===== src/hdl/ex_pkg.sv =====
/*
  Shared definitions for the triplicated execute stage.
  Holds the data and register address widths, the ALU and multiplier
  opcodes and the payload structs that the majority voters compare.
*/

package ex_pkg;

  // Datapath widths
  parameter int unsigned DATA_W     = 32;
  parameter int unsigned REG_ADDR_W = 6;

  typedef logic [DATA_W-1:0]     word_t;
  typedef logic [REG_ADDR_W-1:0] reg_addr_t;

  //////////////////////////////
  // Opcodes
  //////////////////////////////

  typedef enum logic [3:0] {
    ALU_ADD  = 4'd0,
    ALU_SUB  = 4'd1,
    ALU_AND  = 4'd2,
    ALU_OR   = 4'd3,
    ALU_XOR  = 4'd4,
    ALU_SLL  = 4'd5,
    ALU_SRL  = 4'd6,
    ALU_SRA  = 4'd7,
    ALU_SLTS = 4'd8,
    ALU_SLTU = 4'd9,
    ALU_EQ   = 4'd10,
    ALU_NE   = 4'd11,
    ALU_LTS  = 4'd12,
    ALU_LTU  = 4'd13,
    ALU_GES  = 4'd14,
    ALU_GEU  = 4'd15
  } alu_op_e;

  // MUL is single cycle, the three high products are sequenced
  typedef enum logic [1:0] {
    MULT_MUL    = 2'd0,
    MULT_MULH   = 2'd1,
    MULT_MULHSU = 2'd2,
    MULT_MULHU  = 2'd3
  } mult_op_e;

  //////////////////////////////
  // Voter payloads
  //////////////////////////////

  typedef struct packed {
    word_t result;
    logic  cmp;
  } alu_vote_t;

  typedef struct packed {
    word_t result;
    logic  ready;
    logic  busy;
  } mult_vote_t;

endpackage


===== src/hdl/ex_mult_fsm.sv =====
/*
  Sequencer for the multicycle high-product multiplications.
  Loads the datapath, walks the slice index across the steps and holds
  the result in DONE until the stage accepts it. MUL stays in IDLE.
*/

`timescale 1ns/1ps

module ex_mult_fsm
  import ex_pkg::*;
#(
  parameter int unsigned MULT_SLICE_W = 8
) (
  input  logic                                     clk,
  input  logic                                     rst_n,
  input  logic                                     enable_i,
  input  mult_op_e                                 operator_i,
  input  logic                                     ex_ready_i,
  output logic                                     load_o,
  output logic                                     step_o,
  output logic                                     ready_o,
  output logic                                     busy_o,
  output logic [$clog2(DATA_W / MULT_SLICE_W)-1:0] step_idx_o
);

  localparam int unsigned STEPS = DATA_W / MULT_SLICE_W;
  localparam int unsigned IDX_W = $clog2(STEPS);

  typedef enum logic [1:0] {
    IDLE,
    STEP,
    DONE
  } state_e;

  state_e           state_q;
  state_e           state_d;
  logic [IDX_W-1:0] cnt_q;
  logic [IDX_W-1:0] cnt_d;
  logic             start;
  logic             last;

  assign start = enable_i & (operator_i != MULT_MUL);
  assign last  = (cnt_q == IDX_W'(STEPS - 1));

  always_comb begin : fsm_next
    state_d = state_q;
    cnt_d   = cnt_q;
    load_o  = 1'b0;
    step_o  = 1'b0;
    ready_o = 1'b1;
    case (state_q)
      IDLE: begin
        // Ready drops in the same cycle a high product shows up
        if (start) begin
          load_o  = 1'b1;
          ready_o = 1'b0;
          cnt_d   = '0;
          state_d = STEP;
        end
      end
      STEP: begin
        step_o  = 1'b1;
        ready_o = 1'b0;
        if (last) begin
          cnt_d   = '0;
          state_d = DONE;
        end else begin
          cnt_d = cnt_q + 1'b1;
        end
      end
      DONE: begin
        if (ex_ready_i) begin
          state_d = IDLE;
        end
      end
      default: state_d = IDLE;
    endcase
  end

  always_ff @(posedge clk or negedge rst_n) begin
    if (!rst_n) begin
      state_q <= IDLE;
      cnt_q   <= '0;
    end else begin
      state_q <= state_d;
      cnt_q   <= cnt_d;
    end
  end

  assign busy_o     = (state_q != IDLE);
  assign step_idx_o = cnt_q;

endmodule


===== config.mk =====
export PLATFORM = sky130hd
export DESIGN_NAME = ex_mult_fsm
export DESIGN_NICKNAME = d
export VERILOG_FILES = /design/src/hdl/ex_pkg.sv /design/src/hdl/ex_mult_fsm.sv
export SDC_FILE = /design/constraint.sdc
export NUM_CORES = 1
export LEC_CHECK = 0
export BUFFER_PORTS_ARGS = -buffer_cell sky130_fd_sc_hd__buf_2
export CAP_MARGIN = 30
export CORE_AREA = 3 3 40 42
export DETAILED_ROUTE_END_ITERATION = 6
export DIE_AREA = 0 0 43 45
export SYNTH_ARGS = -nofsm -noshare
export SYNTH_HDL_FRONTEND = slang
export SYNTH_SLANG_ARGS = --single-unit

===== constraint.sdc =====
create_clock -name clk -period 1.75 [get_ports clk]
set_input_delay 0.4375 -clock clk [delete_from_list [all_inputs] [get_ports clk]]
set_output_delay 0.4375 -clock clk [all_outputs]
set_load 0.05 [all_outputs]

==> impl_metrics.yaml <==
sta:
  hold_viol: 0
  hold_ws_ns: 0.536
  period_share: 0.968
  rsz0062_at_grt: "false"
  min_period_ns: 1.69
  maxSlewViolCount: 0
  skew_ns: 0.000629
  worstMarginPinSlew_ns: 0.306
  finalSetupViolCount: 0
  slew_headroom: 0.794
  fmax_mhz: 590
finish:
  fin_nets: 49
  final_layout_size_suffix_gt1_frac: 0.525
  area_delta_synth_final_pct: 57.1
  antenna-diode-count: 0
clock_network:
  cts.htree.levels: 1
  cts_buffer_depth: 2
  cts_num_sinks: 4
  clk_pin_slew_ns: 0.04
  root_buffer: "clkbuf_4"
  cts_tree: "yes"
  worstSkewPairLatency_ns: 0.23
  cts-buffers-inserted: 3
global_route:
  grt_pass1_vias: 266
  grt_start_max_net_pins: 8
  grt_pass1_wl_um: 972
  grt-ovfl-total: 0
  antenna_found_initial: 0
  grt_usage: 0.0719
route:
  drt_pass1_iterations: 2
  m1WireLength_um: 210
  detail-route-antenna-nets: 0
  met2_length_um: 271
  top_layer: "met4"
  via_count: 233
  route.met3.wl_um: 30
  routed_via_density: 4.24
  wl_per_cell_um: 9.58
  routed_wirelength_um: 527
  drtIter0Drc: 2
  drc: 0
setup_path:
  worst_ep_required_time_ns: 1.31
  end_kind: "primary output"
  crit_type: "reg -> out"
  path_max_fanout: 3
  start_kind: "register"
  crit_arrival_ns: 1.26
placement:
  io_buffers: 11
  gp_congestion: 0.643
synth:
  synth_largest_area_cell: "dfrtp_1"
  yosysWarnings: 0
  synth_area_sq_um: 228
  synth_top_area_share: 0.440
  yosys_most_used_dff: "dfrtp_1"
  yosysMostFrequentCell: "dfrtp_1"
  ys_top_cells_by_count: "dfrtp_1, inv_1, nand2_1, nor2_1"
  syn-num-nets: 30
  synth_compound_area_frac: 0.247
  synth_xor_area_frac: 0
  yosysSeqAreaShare: 0.440
  synth-simple-area-share: 0.209
  ys_ff_latch: 4
  synthAdderAreaFrac: 0.0549
  synth.distinct_cells: 16
  synth_top_family_by_area: "compound AO/OA/AOI/OAI gates"
  synth_edf_count: 0
  synth_area_leaders: "dfrtp_1, ha_1, inv_1"
  syn_area_per_cell_sq_um: 9.90
  synth_mux_area_frac: 0
  async_flop_share: 1.00
  postSynthCellCount: 23
run:
  maxCapViolCount: 0
floorplan:
  rows: 13
  core-area_sq_um: 1280
  dieHeight_um: 45
  dieWidth_um: 43
  start_util: 0.177
  die_area_sq_um: 1940
  top_level_ports: 12
run_status:
  status: "finished clean"
worst_hold_path:
  min_path_type: "in -> async"
-- worst paths after layout --
check,cells past startpoint,endpoint,from,slack [ns]
max in group asynchronous,2,step_idx_o[0],rst_n,1.10
min reg2reg,2,step_idx_o[1],step_idx_o[1],0.57
min,2,state_q[0],rst_n,0.54
max,3,load_o,state_q[1],0.06
max reg2reg,3,step_idx_o[0],step_idx_o[0],0.41
min in group clk,3,state_q[1],ex_ready_i,0.54
-- registers in the layout, indices dropped and copies added (netlist names) --
name	flops
state_q	2
step_idx_o	2
-- final cells by class --
cell class	count	area (sq um)
fill	134	927
tap	15	18.8
timing repair buffer	14	82.6
inverter	3	11.3
multi-input combinational	16	123
sequential	4	100
clock buffer	3	22.5
-- cell usage in the layout, fill, tap and decap left out --
cell and count:
or4b_1 1, o21ai_0 1, o21a_1 1, and2b_2 1, dlygate4sd3_1 1, o21bai_2 1
buf_2 10, a22o_2 1, buf_4 2, o311ai_0 1, ha_1 1, o2bb2ai_1 1
inv_1 3, clkbuf_4 4, nor2_2 1, o311ai_1 1, nor2_1 1, nand3b_1 1
nand2_1 2, dfrtp_1 4, or2_2 1
-- critical path, stage by stage, from the launching register on --
cell and delay, ns:
dfrtp_1 0.36, or2_2 0.33, nor2_2 0.11, clkbuf_4 0.23
-- per-stage QoR --
stage               setup WS [ns]  setup TNS (ns)  instance area [sq um]  cells  utilization
finish                     0.0561               0                    358     55        0.278
global route              0.00687               0                    358     55        0.278
CTS                        0.0118               0                    355     55        0.277
detailed placement          0.179               0                    323     51        0.251
global placement            0.197               0                    323     51        0.251
floorplan                 -0.0237         -0.0237                    234     23            -
-- cell families (layout without fill, tap and decap cells) --
kind of cell,count (synthesis),count (layout)
AO/OA/AOI/OAI,7,7
adder cells (fa/ha/maj),1,1
buffers and inverters,3,20
flip-flops,4,4
AND/OR/NAND/NOR,8,8
-- per-layer routing --
layer	track usage	vias to the layer above
met3	0.00398	2
met5	0	-
li1	-	118
met4	0.114	0
met2	0.111	7
met1	0.0707	106
-- what timing repair did --
item	4_1_cts	5_1_grt
resized for setup	0	1
hold endpoints to repair	4	0
hold buffers	1	0
setup endpoints to repair	0	1
buffers inserted	0	0
Power is left out: the tool's default activity adds up to more than one toggle a clock period on the data nets, which glitch-free logic cannot reach.
