File: src/hdl/ex_pkg.sv
/*
  Shared definitions for the triplicated execute stage.
  Holds the data and register address widths, the ALU and multiplier
  opcodes and the payload structs that the majority voters compare.
*/

package ex_pkg;

  // Datapath widths
  parameter int unsigned DATA_W     = 32;
  parameter int unsigned REG_ADDR_W = 6;

  typedef logic [DATA_W-1:0]     word_t;
  typedef logic [REG_ADDR_W-1:0] reg_addr_t;

  //////////////////////////////
  // Opcodes
  //////////////////////////////

  typedef enum logic [3:0] {
    ALU_ADD  = 4'd0,
    ALU_SUB  = 4'd1,
    ALU_AND  = 4'd2,
    ALU_OR   = 4'd3,
    ALU_XOR  = 4'd4,
    ALU_SLL  = 4'd5,
    ALU_SRL  = 4'd6,
    ALU_SRA  = 4'd7,
    ALU_SLTS = 4'd8,
    ALU_SLTU = 4'd9,
    ALU_EQ   = 4'd10,
    ALU_NE   = 4'd11,
    ALU_LTS  = 4'd12,
    ALU_LTU  = 4'd13,
    ALU_GES  = 4'd14,
    ALU_GEU  = 4'd15
  } alu_op_e;

  // MUL is single cycle, the three high products are sequenced
  typedef enum logic [1:0] {
    MULT_MUL    = 2'd0,
    MULT_MULH   = 2'd1,
    MULT_MULHSU = 2'd2,
    MULT_MULHU  = 2'd3
  } mult_op_e;

  //////////////////////////////
  // Voter payloads
  //////////////////////////////

  typedef struct packed {
    word_t result;
    logic  cmp;
  } alu_vote_t;

  typedef struct packed {
    word_t result;
    logic  ready;
    logic  busy;
  } mult_vote_t;

endpackage

File: src/hdl/ex_alu.sv
/*
  Single-cycle ALU replica of the execute stage.
  Computes add, subtract, logic, shift and set-less-than results and the
  branch comparison. Outputs are forced to zero while the unit is idle.
*/

`timescale 1ns/1ps

module ex_alu
  import ex_pkg::*;
(
  input  logic    enable_i,
  input  alu_op_e operator_i,
  input  word_t   operand_a_i,
  input  word_t   operand_b_i,
  output word_t   result_o,
  output logic    cmp_result_o
);

  localparam int unsigned SHAMT_W = $clog2(DATA_W);

  logic               signed_cmp;
  logic [DATA_W:0]    diff;
  logic               lt;
  logic               eq;
  logic [SHAMT_W-1:0] shamt;
  word_t              res;
  logic               cmp;

  // One extended subtractor serves SUB and all less-than tests
  assign signed_cmp = operator_i inside {ALU_SLTS, ALU_LTS, ALU_GES};
  assign diff = {signed_cmp & operand_a_i[DATA_W-1], operand_a_i}
              - {signed_cmp & operand_b_i[DATA_W-1], operand_b_i};
  assign lt    = diff[DATA_W];
  assign eq    = (operand_a_i == operand_b_i);
  assign shamt = operand_b_i[SHAMT_W-1:0];

  always_comb begin : alu_mux
    res = '0;
    cmp = 1'b0;
    case (operator_i)
      ALU_ADD:  res = operand_a_i + operand_b_i;
      ALU_SUB:  res = diff[DATA_W-1:0];
      ALU_AND:  res = operand_a_i & operand_b_i;
      ALU_OR:   res = operand_a_i | operand_b_i;
      ALU_XOR:  res = operand_a_i ^ operand_b_i;
      ALU_SLL:  res = operand_a_i << shamt;
      ALU_SRL:  res = operand_a_i >> shamt;
      ALU_SRA:  res = word_t'($signed(operand_a_i) >>> shamt);
      ALU_SLTS, ALU_SLTU: begin
        cmp = lt;
        res = {{(DATA_W-1){1'b0}}, lt};
      end
      ALU_LTS, ALU_LTU: cmp = lt;
      ALU_GES, ALU_GEU: cmp = ~lt;
      ALU_EQ:   cmp = eq;
      ALU_NE:   cmp = ~eq;
    endcase
  end

  // Idle replicas present a quiet, identical output to the voter
  assign result_o     = enable_i ? res : '0;
  assign cmp_result_o = enable_i & cmp;

endmodule

File: config.mk
export PLATFORM = sky130hd
export DESIGN_NAME = ex_alu
export DESIGN_NICKNAME = d
export VERILOG_FILES = /design/src/hdl/ex_pkg.sv /design/src/hdl/ex_alu.sv
export SDC_FILE = /design/constraint.sdc
export NUM_CORES = 1
export LEC_CHECK = 0
export ABC_AREA = 1
export BUFFER_PORTS_ARGS = -buffer_cell sky130_fd_sc_hd__buf_2
export CAP_MARGIN = 20
export CORE_MARGIN = 8
export CORE_UTILIZATION = 40
export DETAILED_ROUTE_END_ITERATION = 12
export PLACE_DENSITY = 0.63
export SLEW_MARGIN = 25
export SYNTH_ARGS = -nofsm -noshare
export SYNTH_HDL_FRONTEND = slang
export SYNTH_SLANG_ARGS = --single-unit
File: constraint.sdc
create_clock -name vclk -period 4.5
set_clock_uncertainty 0.15 [all_clocks]
set_input_delay 0.9 -clock vclk [all_inputs]
set_output_delay 0.9 -clock vclk [all_outputs]
set_load 0.01 [all_outputs]
==> results.sh <==
export IMPL_path_class="in2out"
export IMPL_die_w_um=179
export IMPL_fin_cells=2632
export IMPL_status="finished clean"
export IMPL_yosysSeqAreaShare_pct=0
export IMPL_arrival_ns=3.45
export IMPL_fin_area_um2=11800
export IMPL_yosys_warnings=0
export IMPL_nFillCells=3064
export IMPL_drive_gt1_share_pct=11.2
export IMPL_p_per_area_nw_per_um2=122
export IMPL_crit_required_ns=3.45
export IMPL_fmax_mhz=222
export IMPL_setup_viol=0
export IMPL_hpwl_um=49200
export IMPL_endpoint_kind="primary output"
export IMPL_yosysUniqueCellTypes=48
export IMPL_grt_max_degree=69
export IMPL_yosysTopAreaCell="nand2_1"
export IMPL_post_place_cells=2631
export IMPL_firstDrtPassIters=6
export IMPL_design_seq_count=0
export IMPL_maxSlewHeadroom_pct=42.1
export IMPL_die_area_um2=32100
export IMPL_grt_overflow_total=0
export IMPL_grt_usage_pct=35.3
export IMPL_routabilityCongestion=1.05
export IMPL_viasPerCell=5.79
export IMPL_regArea_um2=0
export IMPL_min_period_over_period_pct=100
export IMPL_ant_nets=0
export IMPL_core_area_um2=26100
export IMPL_synthTopCellsByArea="nand2_1 (27%), nand3_1 (18%), inv_1 (11%)"
export IMPL_portBuffers=102
export IMPL_yosysMostFrequentCell="nand2_1"
export IMPL_worst_hold_path_type="in2out"
export IMPL_num_vias=15229
export IMPL_ios=102
export IMPL_yosys_top_cells_count="nand2_1 (776), nand3_1 (375), inv_1 (324), nor2_1 (166), ha_1 (97)"
export IMPL_syn_area_um2=10600
export IMPL_drt_iter0_drc=1800
export IMPL_hold_viol=0
export IMPL_avgSynthCellArea_um2=4.84
export IMPL_drc=0
export IMPL_post_route_min_period_ns=4.50
export IMPL_ir_drop_v=0.0000894
export IMPL_nClkBuffers=0
export IMPL_syn_nets=2369
export IMPL_initial_core_util_pct=40.7
export IMPL_worst_pin_slew_ns=0.867
export IMPL_cp_max_fo=8
export IMPL_syn_inst=2201
export IMPL_grt_pass1_wl_um=85400
export IMPL_power_leakage_nw=7.00
export IMPL_antenna_found_initial=1
export IMPL_maxCapViolCount=0
export IMPL_slew_viol_final=0
export IMPL_wl_um=58500
export IMPL_syn2layout_area_growth_pct=10.8
export IMPL_dieHeight_um=179
export IMPL_place_area_um2=11800
export IMPL_synth_top_area_share_pct=27.4
export IMPL_fp_row_count=59
export IMPL_wl_per_cell_um=22.2
export IMPL_grt_pass1_vias=14081
export IMPL_worst_setup_path_start_kind="input port"
export IMPL_fin_nets=2466
## placed cells by master (no fill, tap or decap), types with 2 or more instances in the layout
cell type,instances
nor2_1,165
buf_4,87
o211ai_1,11
inv_2,12
nor3_4,2
and3_1,2
buf_2,102
nand2_1,776
nand2_2,10
ha_2,2
nand3_1,374
a21oi_1,84
o221ai_1,2
buf_12,6
inv_1,323
or2_2,5
o21ai_0,59
o2111ai_1,5
nand4_1,31
a31oi_1,7
xor2_1,6
nor4_1,4
o21bai_1,13
o211ai_2,2
and2_1,18
nor3_1,23
o22ai_1,18
nand3b_1,6
nor2_2,12
o21ai_1,8
fa_1,2
ha_1,95
nand2_4,3
a21oi_2,2
nor2_4,8
## per-layer routing
layer | vias to the layer above | part of all wire (%) | track usage, % | wire length [um]
li1 | 7191 | - | - | -
met1 | 7050 | 42 | 47.5 | 24400
met2 | 861 | 45 | 57.5 | 26100
met3 | 125 | 9.8 | 4.34 | 5710
met4 | 2 | 3.9 | 11.7 | 2290
met5 | - | 0.019 | 0 | 11
## what timing repair did
item,CTS,global route
setup endpoints to repair,0,7
gates resized for setup,0,6
hold buffers,0,0
setup buffers,0,0
## final cells by class
cell class         instances  area [um^2]  area share [%]
diodes                     1         2.50          0.0212
inverters                337         1270            10.7
multi-input cells       1764         8820            74.8
well taps                335          419            3.55
repair buffers           195         1280            10.9
## logic make-up after synthesis
kind of cell	after synthesis	synth area share, %
compound gates	217	11.7
fa+ha+maj	99	11.8
buf+inv	437	17.4
simple gates	1442	58.6
xor+xnor	6	0.494
## where the power goes
group / leakage (nW) / total, mW / internal (mW) / switching (mW)
clock: 0.00000906 / 0.00000000941 / 0.00000000940 / 0
combinational: 7.00 / 1.43 / 0.434 / 1.00
sequential: 0 / 0 / 0 / 0
## path summary, 6_finish.rpt
path	startpoint	cells after the start	end	slack (ns)
setup / recovery	operand_a_i[7]	13	result_o[11]	0.0005
hold / removal	enable_i	4	result_o[30]	2.14
## through the flow
stage / worst slack, ns / util, % / total power [mW] / hold slack [ns] / setup TNS, ns
finish: 0.000461 / 45.1 / 1.43 / 2.14 / 0
detailed placement: 0.0820 / 45.0 / 1.38 / 2.14 / 0
global route: -0.00972 / 45.1 / 1.55 / 2.16 / -0.00972
global placement: 0.0429 / 45.0 / 1.38 / 2.14 / 0
floorplan: 0.695 / - / 0.870 / 1.75 / 0
CTS: 0.0564 / 45.0 / 1.39 / 2.14 / 0
## worst max-delay path, cell delays in order
cell and delay, ns:
buf_2 0.14, inv_1 0.07, ha_1 0.41, inv_1 0.17, nand2_1 0.10, nor2_1 0.33, nand3_1 0.25, nand3b_1 0.28
xor2_1 0.22, nor2_1 0.06, nor2_1 0.21, a21oi_1 0.11, buf_2 0.19
(Power assumes the default switching activity.)
