$ cat src/hdl/ex_pkg.sv
/*
  Shared definitions for the triplicated execute stage.
  Holds the data and register address widths, the ALU and multiplier
  opcodes and the payload structs that the majority voters compare.
*/

package ex_pkg;

  // Datapath widths
  parameter int unsigned DATA_W     = 32;
  parameter int unsigned REG_ADDR_W = 6;

  typedef logic [DATA_W-1:0]     word_t;
  typedef logic [REG_ADDR_W-1:0] reg_addr_t;

  //////////////////////////////
  // Opcodes
  //////////////////////////////

  typedef enum logic [3:0] {
    ALU_ADD  = 4'd0,
    ALU_SUB  = 4'd1,
    ALU_AND  = 4'd2,
    ALU_OR   = 4'd3,
    ALU_XOR  = 4'd4,
    ALU_SLL  = 4'd5,
    ALU_SRL  = 4'd6,
    ALU_SRA  = 4'd7,
    ALU_SLTS = 4'd8,
    ALU_SLTU = 4'd9,
    ALU_EQ   = 4'd10,
    ALU_NE   = 4'd11,
    ALU_LTS  = 4'd12,
    ALU_LTU  = 4'd13,
    ALU_GES  = 4'd14,
    ALU_GEU  = 4'd15
  } alu_op_e;

  // MUL is single cycle, the three high products are sequenced
  typedef enum logic [1:0] {
    MULT_MUL    = 2'd0,
    MULT_MULH   = 2'd1,
    MULT_MULHSU = 2'd2,
    MULT_MULHU  = 2'd3
  } mult_op_e;

  //////////////////////////////
  // Voter payloads
  //////////////////////////////

  typedef struct packed {
    word_t result;
    logic  cmp;
  } alu_vote_t;

  typedef struct packed {
    word_t result;
    logic  ready;
    logic  busy;
  } mult_vote_t;

endpackage

$ cat src/hdl/ex_mult_datapath.sv
/*
  Multiplier datapath replica.
  MUL returns the low product combinationally. The high products
  accumulate operand a times one slice of operand b per step into a
  double-width accumulator whose upper word is the result.
*/

`timescale 1ns/1ps

module ex_mult_datapath
  import ex_pkg::*;
#(
  parameter int unsigned MULT_SLICE_W = 8
) (
  input  logic                                     clk,
  input  logic                                     rst_n,
  input  mult_op_e                                 operator_i,
  input  word_t                                    op_a_i,
  input  word_t                                    op_b_i,
  input  logic                                     load_i,
  input  logic                                     step_i,
  input  logic [$clog2(DATA_W / MULT_SLICE_W)-1:0] step_idx_i,
  output word_t                                    result_o
);

  localparam int unsigned STEPS = DATA_W / MULT_SLICE_W;
  localparam int unsigned IDX_W = $clog2(STEPS);
  localparam int unsigned ACC_W = 2 * DATA_W;
  localparam int unsigned PP_W  = DATA_W + MULT_SLICE_W + 2;

  logic signed [DATA_W:0]       a_q;
  word_t                        b_q;
  logic                         b_signed_q;
  logic [ACC_W-1:0]             acc_q;
  logic                         a_signed;
  logic                         b_signed;
  logic [MULT_SLICE_W-1:0]      slice;
  logic signed [MULT_SLICE_W:0] slice_s;
  logic signed [PP_W-1:0]       pp;
  logic signed [ACC_W-1:0]      pp_ext;
  word_t                        low_prod;

  assign a_signed = operator_i inside {MULT_MULH, MULT_MULHSU};
  assign b_signed = (operator_i == MULT_MULH);

  // Only the top slice of a signed b carries the sign weight
  assign slice   = b_q[step_idx_i * MULT_SLICE_W +: MULT_SLICE_W];
  assign slice_s = {b_signed_q & (step_idx_i == IDX_W'(STEPS - 1)) & slice[MULT_SLICE_W-1],
                    slice};

  assign pp     = a_q * slice_s;
  assign pp_ext = pp;

  always_ff @(posedge clk or negedge rst_n) begin
    if (!rst_n) begin
      a_q        <= '0;
      b_q        <= '0;
      b_signed_q <= 1'b0;
      acc_q      <= '0;
    end else if (load_i) begin
      a_q        <= {a_signed & op_a_i[DATA_W-1], op_a_i};
      b_q        <= op_b_i;
      b_signed_q <= b_signed;
      acc_q      <= '0;
    end else if (step_i) begin
      acc_q <= acc_q + ACC_W'(pp_ext << (step_idx_i * MULT_SLICE_W));
    end
  end

  assign low_prod = op_a_i * op_b_i;
  assign result_o = (operator_i == MULT_MUL) ? low_prod : acc_q[ACC_W-1:DATA_W];

endmodule

$ cat config.mk
export PLATFORM = sky130hd
export DESIGN_NAME = ex_mult_datapath
export DESIGN_NICKNAME = d
export VERILOG_FILES = /design/src/hdl/ex_pkg.sv /design/src/hdl/ex_mult_datapath.sv
export SDC_FILE = /design/constraint.sdc
export NUM_CORES = 2
export LEC_CHECK = 0
export BUFFER_PORTS_ARGS = -buffer_cell sky130_fd_sc_hd__buf_2
export CORE_AREA = 2 2 247 249
export CTS_BUF_LIST = sky130_fd_sc_hd__clkbuf_4
export CTS_CLUSTER_SIZE = 14
export DETAILED_ROUTE_END_ITERATION = 8
export DIE_AREA = 0 0 249 251
export GPL_TIMING_DRIVEN = 0
export PLACE_DENSITY = 0.79
export SLEW_MARGIN = 20
export SYNTH_ARGS = -nofsm -noshare
export SYNTH_HDL_FRONTEND = slang
export SYNTH_SLANG_ARGS = --single-unit
$ cat constraint.sdc
create_clock -name clk -period 10.6 [get_ports clk]
set_clock_uncertainty 0.05 [all_clocks]
set_input_delay 2.12 -clock clk [delete_from_list [all_inputs] [get_ports clk]]
set_output_delay 2.12 -clock clk [all_outputs]
set_load 0.02 [all_outputs]
==> results.toml <==
[run_status]
run_status = "complete, but fails checks"
violations = "setup timing"

[global_routing]
grt.met1_usage_pct = 49.7
gr-usage-met3_pct = 13.5
grt_first_pass_wirelength_mm = 184
grt_remaining_overflow = 0
grt_use_met2_pct = 59.1
grt_pass1_vias = 32110
grt_start_max_net_pins = 89
grt-busiest-layer = "met2"
grt_use_total_pct = 39.1
grt_antenna_before_repair = 14

[sta]
finalSetupViolCount = 28
maxSlewViolCount = 0
tightest_slew_ns = 0.869
maxClockFrequency_mhz = 87.8
shortest_period_the_worst_path_allows_ns = 11.39
fin_hold_ws_ns = 0.470
setup_repair_after_global_routing_missed_its_margin = "yes"
postLayoutSetupSlackWorst_ns = -0.793
report.final.hold_viol_count = 0
finalCritPeriodShare_pct = 107
max_slew_margin_pct = 42.1

[critical_path]
worst_setup_path_end_kind = "output pin"
data_required_time_at_the_worst_endpoint_ns = 8.43
setup.worst_path.class = "in -> out"
launch_point_of_the_worst_reg_to_reg_path = "b_q[30]$_DFFE_PN0P_"
r2r_end = "acc_q[63]$_DFFE_PN0P_"
cp.arrival_ns = 9.22
startpoint_type = "input port"
crit_fanout = 10
worstRegToRegCells = 37
reg2reg_slack_ns = 0.80

[min_path]
hp-start = "b_q[3]$_DFFE_PN0P_"
hold_path_class = "reg -> reg"
whs_path_depth = 1
worstHoldEndpoint = "b_q[3]$_DFFE_PN0P_"

[detailed_routing]
drc = 0
vias_per_cell = 6.25
wl_per_cell_um = 25.1
postRouteAntennaNets = 0
routed-via-count = 31631
detail_route.first_pass.iterations = 8
wl_mm = 127
drt-initial-drc-count = 3967

[die]
chipWidth_um = 249
chipHeight_um = 251
num_rows = 90
design.die.area_sq_mm = 0.0625
core_region_area_sq_mm = 0.0598
floorplan.initialDensity_pct = 59.3
num_io_pins = 104

[logic_synthesis]
synth_most_common_cell = "inv_1"
synth.cell_area_sq_mm = 0.0354
yosys_register_bits = 130
netlist_top_cells_count = "inv_1, fa_1, nand2_1"
yosys_warning_count = 0
synth_area_per_cell_sq_um = 8.90
post-synth-top-area-fraction_pct = 36.6
synth_fp_nets = 4985
synth.lib_cells_used.distinct = 80
syn-instance-count = 3984
synth_top_area_cell = "fa_1"
synthFlopType = "dfrtp_1"
synth_sequential_area_ratio_pct = 9.18
share_of_synthesized_registers_carrying_an_async_set_or_reset_pct = 100
synth-edff-count = 0
synth.area.top_cells = "fa_1, ha_1, dfrtp_1, inv_1, nand2_1"

[final_layout]
final_layout_size_suffix_gt1_share_pct = 19.7
fin_cells = 5064
post-route-util_pct = 70.4
syn2layout_area_growth_pct = 18.8
fin_nets = 5257

[place]
port_buffers = 85
detailedPlacementHpwl_mm = 90.4
placed_insts = 4852
gp_routability_congestion = 1.03

[cts]
cts.root.buffer_cell = "clkbuf_4"
clk_transition_reported_paths_ns = 0.11
tritoncts_clock_tree = "yes"
worstSkewPairLatency_ns = 0.69
clock_tree_buf_depth = 2
cts-htree-levels = 4
numClockSinks = 130
cts_made_buffers = 17

[flow_run]
drv.max_cap_violation_count = 0
## what timing repair did
item	4_1_cts	5_1_grt
hold buffers	0	0
endpoints found under the setup margin	62	46
buffers inserted	100	82
gates cloned	0	1
pin swaps	117	170
gates resized for setup	507	316
## logic make-up (layout without fill, tap and decap cells)
group | count (synthesis) | after routing | share of synthesized area [%]
flops | 130 | 130 | 9.18
compound gates | 460 | 460 | 8.88
other cells | 0 | 14 | 0
xor+xnor | 178 | 178 | 4.40
buf+inv | 900 | 1184 | 9.57
fa+ha+maj | 929 | 929 | 46.5
mux | 175 | 175 | 5.55
simple gates | 1212 | 1212 | 15.9
## worst max-delay path, cell delays in order
cell	delay, ns
buf_8	0.17
clkbuf_16	0.19
nand2_1	0.08
fa_1	0.56
inv_1	0.07
fa_1	0.49
inv_1	0.05
fa_1	0.48
inv_1	0.07
fa_1	0.54
inv_1	0.10
fa_1	0.54
inv_2	0.08
fa_2	0.54
fa_1	0.43
inv_1	0.11
fa_1	0.45
inv_2	0.17
ha_4	0.26
a21oi_4	0.21
nand2_2	0.10
a211oi_4	0.30
or2_4	0.23
o21bai_1	0.07
a21oi_1	0.20
xnor2_1	0.13
mux2_4	0.31
buf_6	0.14
## routing by layer
metal,share of wire (%),up-vias,wire [um]
met1,36,15572,45200
met3,14,676,18200
met2,43,2468,54500
li1,-,12909,-
met5,0.057,-,73
met4,7.1,6,9040
## registers in the layout (all words and copies together), names as in the netlist
signal      flops
a_q            33
acc_q          64
b_signed_q      1
b_q            32
## layout by cell type (no fill, tap or decap), drive strengths merged, types with 9 or more instances in the layout
| master | count |
|---|---|
| nand2 | 597 |
| o31ai | 10 |
| a21o | 78 |
| ha | 281 |
| and3 | 11 |
| mux2i | 74 |
| o21a | 22 |
| o22ai | 10 |
| nor2 | 177 |
| xnor2 | 131 |
| o21bai | 20 |
| nand3 | 29 |
| o21ai | 75 |
| inv | 683 |
| a31oi | 17 |
| and2 | 302 |
| nand4 | 11 |
| nand2b | 14 |
| a21oi | 144 |
| buf | 345 |
| fa | 648 |
| or3 | 9 |
| mux2 | 93 |
| clkbuf | 143 |
| a211oi | 24 |
| nor3 | 17 |
| diode | 14 |
| xor2 | 47 |
| dfrtp | 130 |
| nor2b | 17 |
## final cells by class
type                    count  area, sq um
multi-input cells        2954        30500
fillers                  4075        17700
flip-flops and latches    130         3250
inverters                 683         2570
repair buffers            265         2360
plain buffers             205         2060
well taps                 782          978
clock inverters            13          209
clock buffers              18          135
diodes                     14         35.0
## how the worst max path moves through the flow
stage,startpoint,endpoint,depth (start not counted)
final,op_a_i[18],result_o[23],28
after global routing,op_a_i[18],result_o[31],30
after CTS,op_b_i[2],result_o[24],30
after detailed placement,step_idx_i[0],acc_q[63]$_DFFE_PN0P_,34
after global placement,step_idx_i[0],acc_q[63]$_DFFE_PN0P_,34
after floorplan,step_idx_i[0],acc_q[63]$_DFFE_PN0P_,36
## metrics by stage
step	setup TNS, ns	instance area (sq um)	setup WS (ns)
6_report	-9.62	42100	-0.793
5_1_grt	-12.78	42100	-0.786
4_1_cts	-3.08	40300	-0.348
3_5_place_dp	-90.14	37000	-2.55
3_3_place_gp	-85.12	36900	-2.48
2_1_floorplan	0	35500	0.00257
Power is left out: the tool's default activity adds up to more than one toggle a clock period on the data nets, which glitch-free logic cannot reach.
