[src/hdl/ex_pkg.sv]
/*
  Shared definitions for the triplicated execute stage.
  Holds the data and register address widths, the ALU and multiplier
  opcodes and the payload structs that the majority voters compare.
*/

package ex_pkg;

  // Datapath widths
  parameter int unsigned DATA_W     = 32;
  parameter int unsigned REG_ADDR_W = 6;

  typedef logic [DATA_W-1:0]     word_t;
  typedef logic [REG_ADDR_W-1:0] reg_addr_t;

  //////////////////////////////
  // Opcodes
  //////////////////////////////

  typedef enum logic [3:0] {
    ALU_ADD  = 4'd0,
    ALU_SUB  = 4'd1,
    ALU_AND  = 4'd2,
    ALU_OR   = 4'd3,
    ALU_XOR  = 4'd4,
    ALU_SLL  = 4'd5,
    ALU_SRL  = 4'd6,
    ALU_SRA  = 4'd7,
    ALU_SLTS = 4'd8,
    ALU_SLTU = 4'd9,
    ALU_EQ   = 4'd10,
    ALU_NE   = 4'd11,
    ALU_LTS  = 4'd12,
    ALU_LTU  = 4'd13,
    ALU_GES  = 4'd14,
    ALU_GEU  = 4'd15
  } alu_op_e;

  // MUL is single cycle, the three high products are sequenced
  typedef enum logic [1:0] {
    MULT_MUL    = 2'd0,
    MULT_MULH   = 2'd1,
    MULT_MULHSU = 2'd2,
    MULT_MULHU  = 2'd3
  } mult_op_e;

  //////////////////////////////
  // Voter payloads
  //////////////////////////////

  typedef struct packed {
    word_t result;
    logic  cmp;
  } alu_vote_t;

  typedef struct packed {
    word_t result;
    logic  ready;
    logic  busy;
  } mult_vote_t;

endpackage

[src/hdl/ex_writeback.sv]
/*
  Write ports of the execute stage.
  Selects the forward data for ID from CSR, multiplier or ALU and keeps
  the EX/WB register that drives the load write port toward the regfile.
*/

`timescale 1ns/1ps

module ex_writeback
  import ex_pkg::*;
(
  input  logic      clk,
  input  logic      rst_n,
  input  logic      alu_en_i,
  input  logic      mult_en_i,
  input  logic      csr_access_i,
  input  word_t     alu_result_i,
  input  word_t     mult_result_i,
  input  word_t     csr_rdata_i,
  input  word_t     lsu_rdata_i,
  input  logic      regfile_alu_we_i,
  input  reg_addr_t regfile_alu_waddr_i,
  input  logic      regfile_we_i,
  input  reg_addr_t regfile_waddr_i,
  input  logic      lsu_err_i,
  input  logic      ex_valid_i,
  input  logic      wb_ready_i,
  output logic      regfile_alu_we_fw_o,
  output reg_addr_t regfile_alu_waddr_fw_o,
  output word_t     regfile_alu_wdata_fw_o,
  output logic      regfile_we_wb_o,
  output reg_addr_t regfile_waddr_wb_o,
  output word_t     regfile_wdata_wb_o
);

  logic      we_lsu_q;
  reg_addr_t waddr_lsu_q;

  //////////////////////////////
  // Forward port to ID
  //////////////////////////////

  assign regfile_alu_we_fw_o    = regfile_alu_we_i;
  assign regfile_alu_waddr_fw_o = regfile_alu_waddr_i;

  // CSR wins over the multiplier, which wins over the ALU
  always_comb begin : fw_data_mux
    regfile_alu_wdata_fw_o = '0;
    if (csr_access_i) begin
      regfile_alu_wdata_fw_o = csr_rdata_i;
    end else if (mult_en_i) begin
      regfile_alu_wdata_fw_o = mult_result_i;
    end else if (alu_en_i) begin
      regfile_alu_wdata_fw_o = alu_result_i;
    end
  end

  //////////////////////////////
  // EX/WB register
  //////////////////////////////

  always_ff @(posedge clk or negedge rst_n) begin
    if (!rst_n) begin
      we_lsu_q    <= 1'b0;
      waddr_lsu_q <= '0;
    end else if (ex_valid_i) begin
      // Valid already implies WB is ready
      we_lsu_q    <= regfile_we_i & ~lsu_err_i;
      waddr_lsu_q <= regfile_waddr_i;
    end else if (wb_ready_i) begin
      // Nothing new arrives, so the slot drains
      we_lsu_q <= 1'b0;
    end
  end

  // Load data comes back from the LSU while the write is in WB
  assign regfile_we_wb_o    = we_lsu_q;
  assign regfile_waddr_wb_o = waddr_lsu_q;
  assign regfile_wdata_wb_o = lsu_rdata_i;

endmodule

[config.mk]
export PLATFORM = sky130hd
export DESIGN_NAME = ex_writeback
export DESIGN_NICKNAME = d
export VERILOG_FILES = /design/src/hdl/ex_pkg.sv /design/src/hdl/ex_writeback.sv
export SDC_FILE = /design/constraint.sdc
export NUM_CORES = 1
export LEC_CHECK = 0
export BUFFER_PORTS_ARGS = -buffer_cell sky130_fd_sc_hd__buf_2
export CAP_MARGIN = 5
export CORE_AREA = 4 4 86 88
export DETAILED_ROUTE_END_ITERATION = 10
export DIE_AREA = 0 0 90 92
export SLEW_MARGIN = 20
export SYNTH_ARGS = -nofsm -noshare
export SYNTH_HDL_FRONTEND = slang
export SYNTH_SLANG_ARGS = --single-unit
[constraint.sdc]
create_clock -name clk -period 3.3 [get_ports clk]
set_input_delay 0.99 -clock clk [delete_from_list [all_inputs] [get_ports clk]]
set_output_delay 0.99 -clock clk [all_outputs]
set_load 0.01 [all_outputs]
==> metrics.md, run 1 <==
| Metric | Value |
|---|---|
| Most frequent cells in the layout | 149 x buf_2, 64 x a21oi_1, 32 x nand3b_1, 32 x nor2b_1, 7 x dfrtp_1 |
| WHS | 490 ps |
| Deepest clock path buffer count | 2 |
| Pre-Repair DR Iteration Count | 4 |
| CP max FO | 21 |
| PostCTS Resize Cnt | 0 |
| Utilization after layout | 29.7% |
| Fin crit share | 87.6% |
| Root Buffer Master | clkbuf_8 |
| Relative slew margins | 78.6% |
| Vias in the first global route | 1663 |
| Rows | 30 |
| Total number of vias | 1773 |
| Setup Viol. Count Final | 0 |
| Area of the mapped netlist | 1450 µm² |
| Max frequency | 346 MHz |
| Chip height | 92 µm |
| H-tree depth | 1 |
| Min cycle time layout | 2890 ps |
| Yosys top cell by area | a21oi_1 |
| Clock slew at reported path FFs | 40 ps |
| CTS Buf Count | 3 |
| Post-DRT Antenna Nets | 0 |
| Detailed-route wire length per cell | 13.9 µm |
| Proportion of netlist area held by the largest area contributor | 22.1% |
| Port bufs | 149 |
| Proportion of layout cells with a drive suffix above 1 | 53.7% |
| Ranking of synthesized cells by area | a21oi_1 22%, buf_4 21%, nand3b_1 17% |
| Leading cell type in the layout, fill and taps excluded | buf_2 |
| DP Cell Count | 376 |
| Worst slew pin tran | 321 ps |
| Worst Reg-to-Reg Cells | 1 |
| DR iter-0 viols | 67 |
| # hold bufs at CTS | 0 |
| Pin count of the biggest net entering global routing | 65 |
| Post-synth net total | 351 |
| Syn Area/Cell | 7.20 µm² |
| Max VDD drop | 0.269 mV |
| RSZ-0062 raised after global routing | no |
| Vias per cell | 4.67 |
| Starting density of the core | 21.8% |
| Flops & latches, synth | 7 |
| Final Max Slew Viols | 0 |
| Warnings, synthesis | 0 |
| Pleak | 0.968 nW |
| Crit path capture type | primary output |
| Area of the core | 6640 µm² |
| Run status | complete, no violations |
| Die Wd | 90 µm |
| WP data required | 2310 ps |
| WP data arrival | 1900 ps |
| Total track usage | 11.5% |
| Hpwl dp | 4180 µm |
| Total congestion overflow | 0 |
| Yosys cell types | 11 |
| PwrDens | 232 nW/µm² |
| Final RePlAce weighted congestion | 0.738 |
| Cells after Synth | 201 |
| Fin cells | 380 |
| Final Hold Fails | 0 |
| Area Overhead vs Synth | 36.3% |
| Tightest Hold Check Type | reg -> reg |
| Final TNS setup | 0 ps |
| Max cap viols | 0 |
| Critical path class | in -> out |
| CP Launch Type | input port |
| Global-route wire length before repair | 7980 µm |
| Initial antenna violation count | 0 |
| Clk sinks | 7 |
| Ant diodes | 0 |
| Clock latency at the later pin of the worst-skew pair | 230 ps |
| Post-route DRC | 0 |
| Sequential fraction of the synthesis area | 12.1% |
| Skew final | 0 ps |
| CTS tree | built |
| Post-CTS setup buffers | 0 |
| Total Wirelength | 5270 µm |
| Hold depth | 1 |
| I/O pin count | 228 |
| Area of the die | 8280 µm² |
| Nets | 451 |
==> stage by stage <==
step                power, W  instance area [µm²]  setup WS [ps]
floorplan           0.000269                 1450            729
global placement    0.000336                 1930            402
detailed placement  0.000340                 1930            375
CTS                 0.000463                 1970            372
global route        0.000491                 1970            342
finish              0.000458                 1970            410
==> critical path, stage by stage <==
cell and delay [ps]:
buf_2 280, buf_12 210, nand3b_1 90, a21oi_1 160, buf_2 160
==> synthesized netlist by cell type <==
library cell,instances
dfrtp_1,7
buf_4,41
nand3b_1,32
nor2_1,1
buf_6,6
nor2b_1,32
mux2_2,6
buf_2,10
inv_1,1
a32o_1,1
a21oi_1,64
==> routing by layer <==
| metal | up-vias | track usage [%] | routed length [µm] |
|---|---|---|---|
| met5 | - | 0 | 0 |
| met4 | 0 | 3.57 | 101 |
| met3 | 14 | 3.45 | 641 |
| met2 | 137 | 22.1 | 2670 |
| met1 | 770 | 11.9 | 1850 |
| li1 | 852 | - | - |
==> registers in the layout, indices dropped and copies added (netlist names) <==
register / flops
regfile_we_wb_o: 1
regfile_waddr_wb_o: 6
==> final timing paths <==
path	start	endpoint	slack (ps)
max	alu_en_i	regfile_alu_wdata_fw_o[22]	410
min	regfile_we_wb_o$_DFFE_PN0P_	regfile_we_wb_o$_DFFE_PN0P_	490
max reg2reg	regfile_waddr_wb_o[4]$_DFFE_PN0P_	regfile_waddr_wb_o[4]$_DFFE_PN0P_	2530
min reg2reg	regfile_we_wb_o$_DFFE_PN0P_	regfile_we_wb_o$_DFFE_PN0P_	490
max in group asynchronous	rst_n	regfile_waddr_wb_o[4]$_DFFE_PN0P_	2550
min in group asynchronous	rst_n	regfile_waddr_wb_o[3]$_DFFE_PN0P_	590
==> kinds of logic (layout without fill, tap and decap cells) <==
group | count (synthesis) | after routing | share of synthesized area, %
buf+inv | 58 | 157 | 29.7
mux | 6 | 6 | 4.67
compound gates | 65 | 65 | 22.8
flops | 7 | 7 | 12.1
simple gates | 65 | 65 | 30.7
==> power breakdown <==
group / internal (W) / switching, W
sequential: 0.0000943 / 0.00000425
clock: 0.0000836 / 0.0000376
combinational: 0.000125 / 0.000113
total: 0.000303 / 0.000155
==> cell type report <==
cell class              instances  area, µm²
inverters                       1       3.75
multi-input cells             136        842
clock buffers                   4       45.0
well taps                      80        100
fillers                       725       4670
flip-flops and latches          7        175
repair buffers                152        806
No activity file was read; power rests on OpenSTA's default activity.
==> inputs of run 2 (changes only) <==
--- a/config.mk
+++ b/config.mk
@@ -10,6 +10,7 @@
 export CORE_AREA = 4 4 86 88
 export DETAILED_ROUTE_END_ITERATION = 10
 export DIE_AREA = 0 0 90 92
+export REMOVE_ABC_BUFFERS = 1
 export SLEW_MARGIN = 20
 export SYNTH_ARGS = -nofsm -noshare
 export SYNTH_HDL_FRONTEND = slang
==> metrics.md, run 2 (synthesized netlist as in run 1, its figures left out) <==
| Metric | Value |
|---|---|
| Port bufs | 149 (unchanged) |
| Deepest clock path buffer count | 2 (unchanged) |
| WP data arrival | 1920 ps (+20 ps) |
| Placed Area | 1910 µm² (-0.65%) |
| Total Wirelength | 7160 µm (+36%) |
| Most frequent cells in the layout | 149 x buf_2, 64 x a21oi_1, 32 x nand3b_1, 32 x nor2b_1, 7 x dfrtp_1 |
| Post-route DRC | 0 (unchanged) |
| Worst Reg-to-Reg Cells | 1 (unchanged) |
| Overall Power | 0.000450 W (-1.6%) |
| Root Buffer Master | clkbuf_8 |
| Rows | 30 (unchanged) |
| Fillcell total | 740 (+2.1%) |
| Clock slew at reported path FFs | 40 ps (about the same) |
| Clk sinks | 7 (unchanged) |
| Chip height | 92 µm (unchanged) |
| Max FFs per register | 6 (unchanged) |
| Vias in the first global route | 1607 (-3.4%) |
| Leading cell type in the layout, fill and taps excluded | buf_2 |
| Global-route wire length before repair | 10000 µm (+25%) |
| CP max FO | 21 (unchanged) |
| Final Hold Fails | 0 (unchanged) |
| Total number of vias | 1766 (-0.39%) |
| Max frequency | 344 MHz (-0.55%) |
| Total congestion overflow | 0 (unchanged) |
| Post-CTS setup buffers | 0 (unchanged) |
| R2r setup slk | 2540 ps (about the same) |
| Run status | complete, no violations |
| CTS Buf Count | 3 (unchanged) |
| Hold Crit Endpoint | regfile_waddr_wb_o[2]$_DFFE_PN0P_ |
| Starting density of the core | 21.8% (unchanged) |
| Pin count of the biggest net entering global routing | 65 (unchanged) |
| Pleak | 0.963 nW (-0.47%) |
| PwrDens | 230 nW/µm² (-0.99%) |
| Min cycle time layout | 2910 ps (+16.1 ps) |
| Initial antenna violation count | 1 (+1) |
| Hold_sp | regfile_waddr_wb_o[2]$_DFFE_PN0P_ |
| Skew final | 0 ps (unchanged) |
| Vias per cell | 4.65 (-0.39%) |
| Setup Viol. Count Final | 0 (unchanged) |
| RSZ-0062 raised after global routing | no |
| WP data required | 2310 ps (about the same) |
| Area of the core | 6640 µm² (unchanged) |
| DR iter-0 viols | 52 (-22%) |
| Pre-Repair DR Iteration Count | 4 (unchanged) |
| # hold bufs at CTS | 0 (unchanged) |
| CP Launch Type | input port |
| CTS tree | built |
| Fin crit share | 88.1% (+0.49 points) |
| Critical path class | in -> out |
| Final Max Slew Viols | 0 (unchanged) |
| PostCTS Resize Cnt | 0 (unchanged) |
| WHS | 498 ps (+8.11 ps) |
| Final Instance Area | 1960 µm² (-0.63%) |
| Die Wd | 90 µm (unchanged) |
| Post-DRT Antenna Nets | 0 (unchanged) |
| Final RePlAce weighted congestion | 0.743 (+0.69%) |
| Ant diodes | 0 (unchanged) |
| Relative slew margins | 84.9% (+6.3 points) |
| Proportion of layout cells with a drive suffix above 1 | 53.7% (unchanged) |
| Final TNS setup | 0 ps (unchanged) |
| Worst R2R End | regfile_waddr_wb_o[5]$_DFFE_PN0P_ |
| Max VDD drop | 0.219 mV (-19%) |
| Hold depth | 1 (unchanged) |
| Nets | 451 (unchanged) |
| Worst r2r src | regfile_waddr_wb_o[5]$_DFFE_PN0P_ |
| I/O pin count | 228 (unchanged) |
| Detailed-route wire length per cell | 18.8 µm (+36%) |
| Hpwl dp | 6090 µm (+46%) |
| Worst slew pin tran | 227 ps (-94.6 ps) |
| Area Overhead vs Synth | 35.5% |
| Clock latency at the later pin of the worst-skew pair | 230 ps (about the same) |
| Total track usage | 16.0% (+4.5 points) |
| Tightest Hold Check Type | reg -> reg |
| H-tree depth | 1 (unchanged) |
| Area of the die | 8280 µm² (unchanged) |
| Max cap viols | 0 (unchanged) |
| Crit path capture type | primary output |
-- run 2: area by class of cell --
type	count	area [µm²]	share of cell area [%]
multi-input cells	136	842	43.0
well taps	80	100	5.11
inverters	1	3.75	0.192
flip-flops and latches	7	175	8.94
clock buffers	4	45.0	2.30
repair buffers	152	793	40.5
-- run 2: worst max path at each step --
stage | endpoint | slack, ps | start | cells after the start
after floorplan | regfile_alu_wdata_fw_o[0] | 970 | mult_en_i | 2
after global placement | regfile_alu_wdata_fw_o[7] | 430 | alu_en_i | 5
after detailed placement | regfile_alu_wdata_fw_o[3] | 400 | alu_en_i | 5
after CTS | regfile_alu_wdata_fw_o[4] | 390 | alu_en_i | 5
after global routing | regfile_alu_wdata_fw_o[7] | 270 | alu_en_i | 5
final | regfile_alu_wdata_fw_o[4] | 390 | alu_en_i | 5
-- run 2: through the flow --
step                      setup WS, ps  util, %  instances
after global routing               266     29.5        380
final                              394     29.5        380
after detailed placement           395     28.8        376
after CTS                          390     29.5        380
after floorplan                    972        -        144
after global placement             433     28.8        376
-- run 2: critical path, cell delays in order --
cell      delay, ps
buf_2           220
buf_4           300
nand3b_1        110
a21oi_1         150
buf_2           150
-- run 2: per-layer routing --
metal  up-vias  GRT usage (%)  wire, µm
met1       720           11.6      1900
met2       179           26.4      3260
met5         -           5.77        78
met4         4           3.06        53
li1        851              -         -
met3        12           19.2      1880
-- run 2: power by group --
group          switching [W]  internal [W]
logic               0.000109      0.000123
registers         0.00000392     0.0000944
clock network      0.0000367     0.0000835
total               0.000149      0.000301
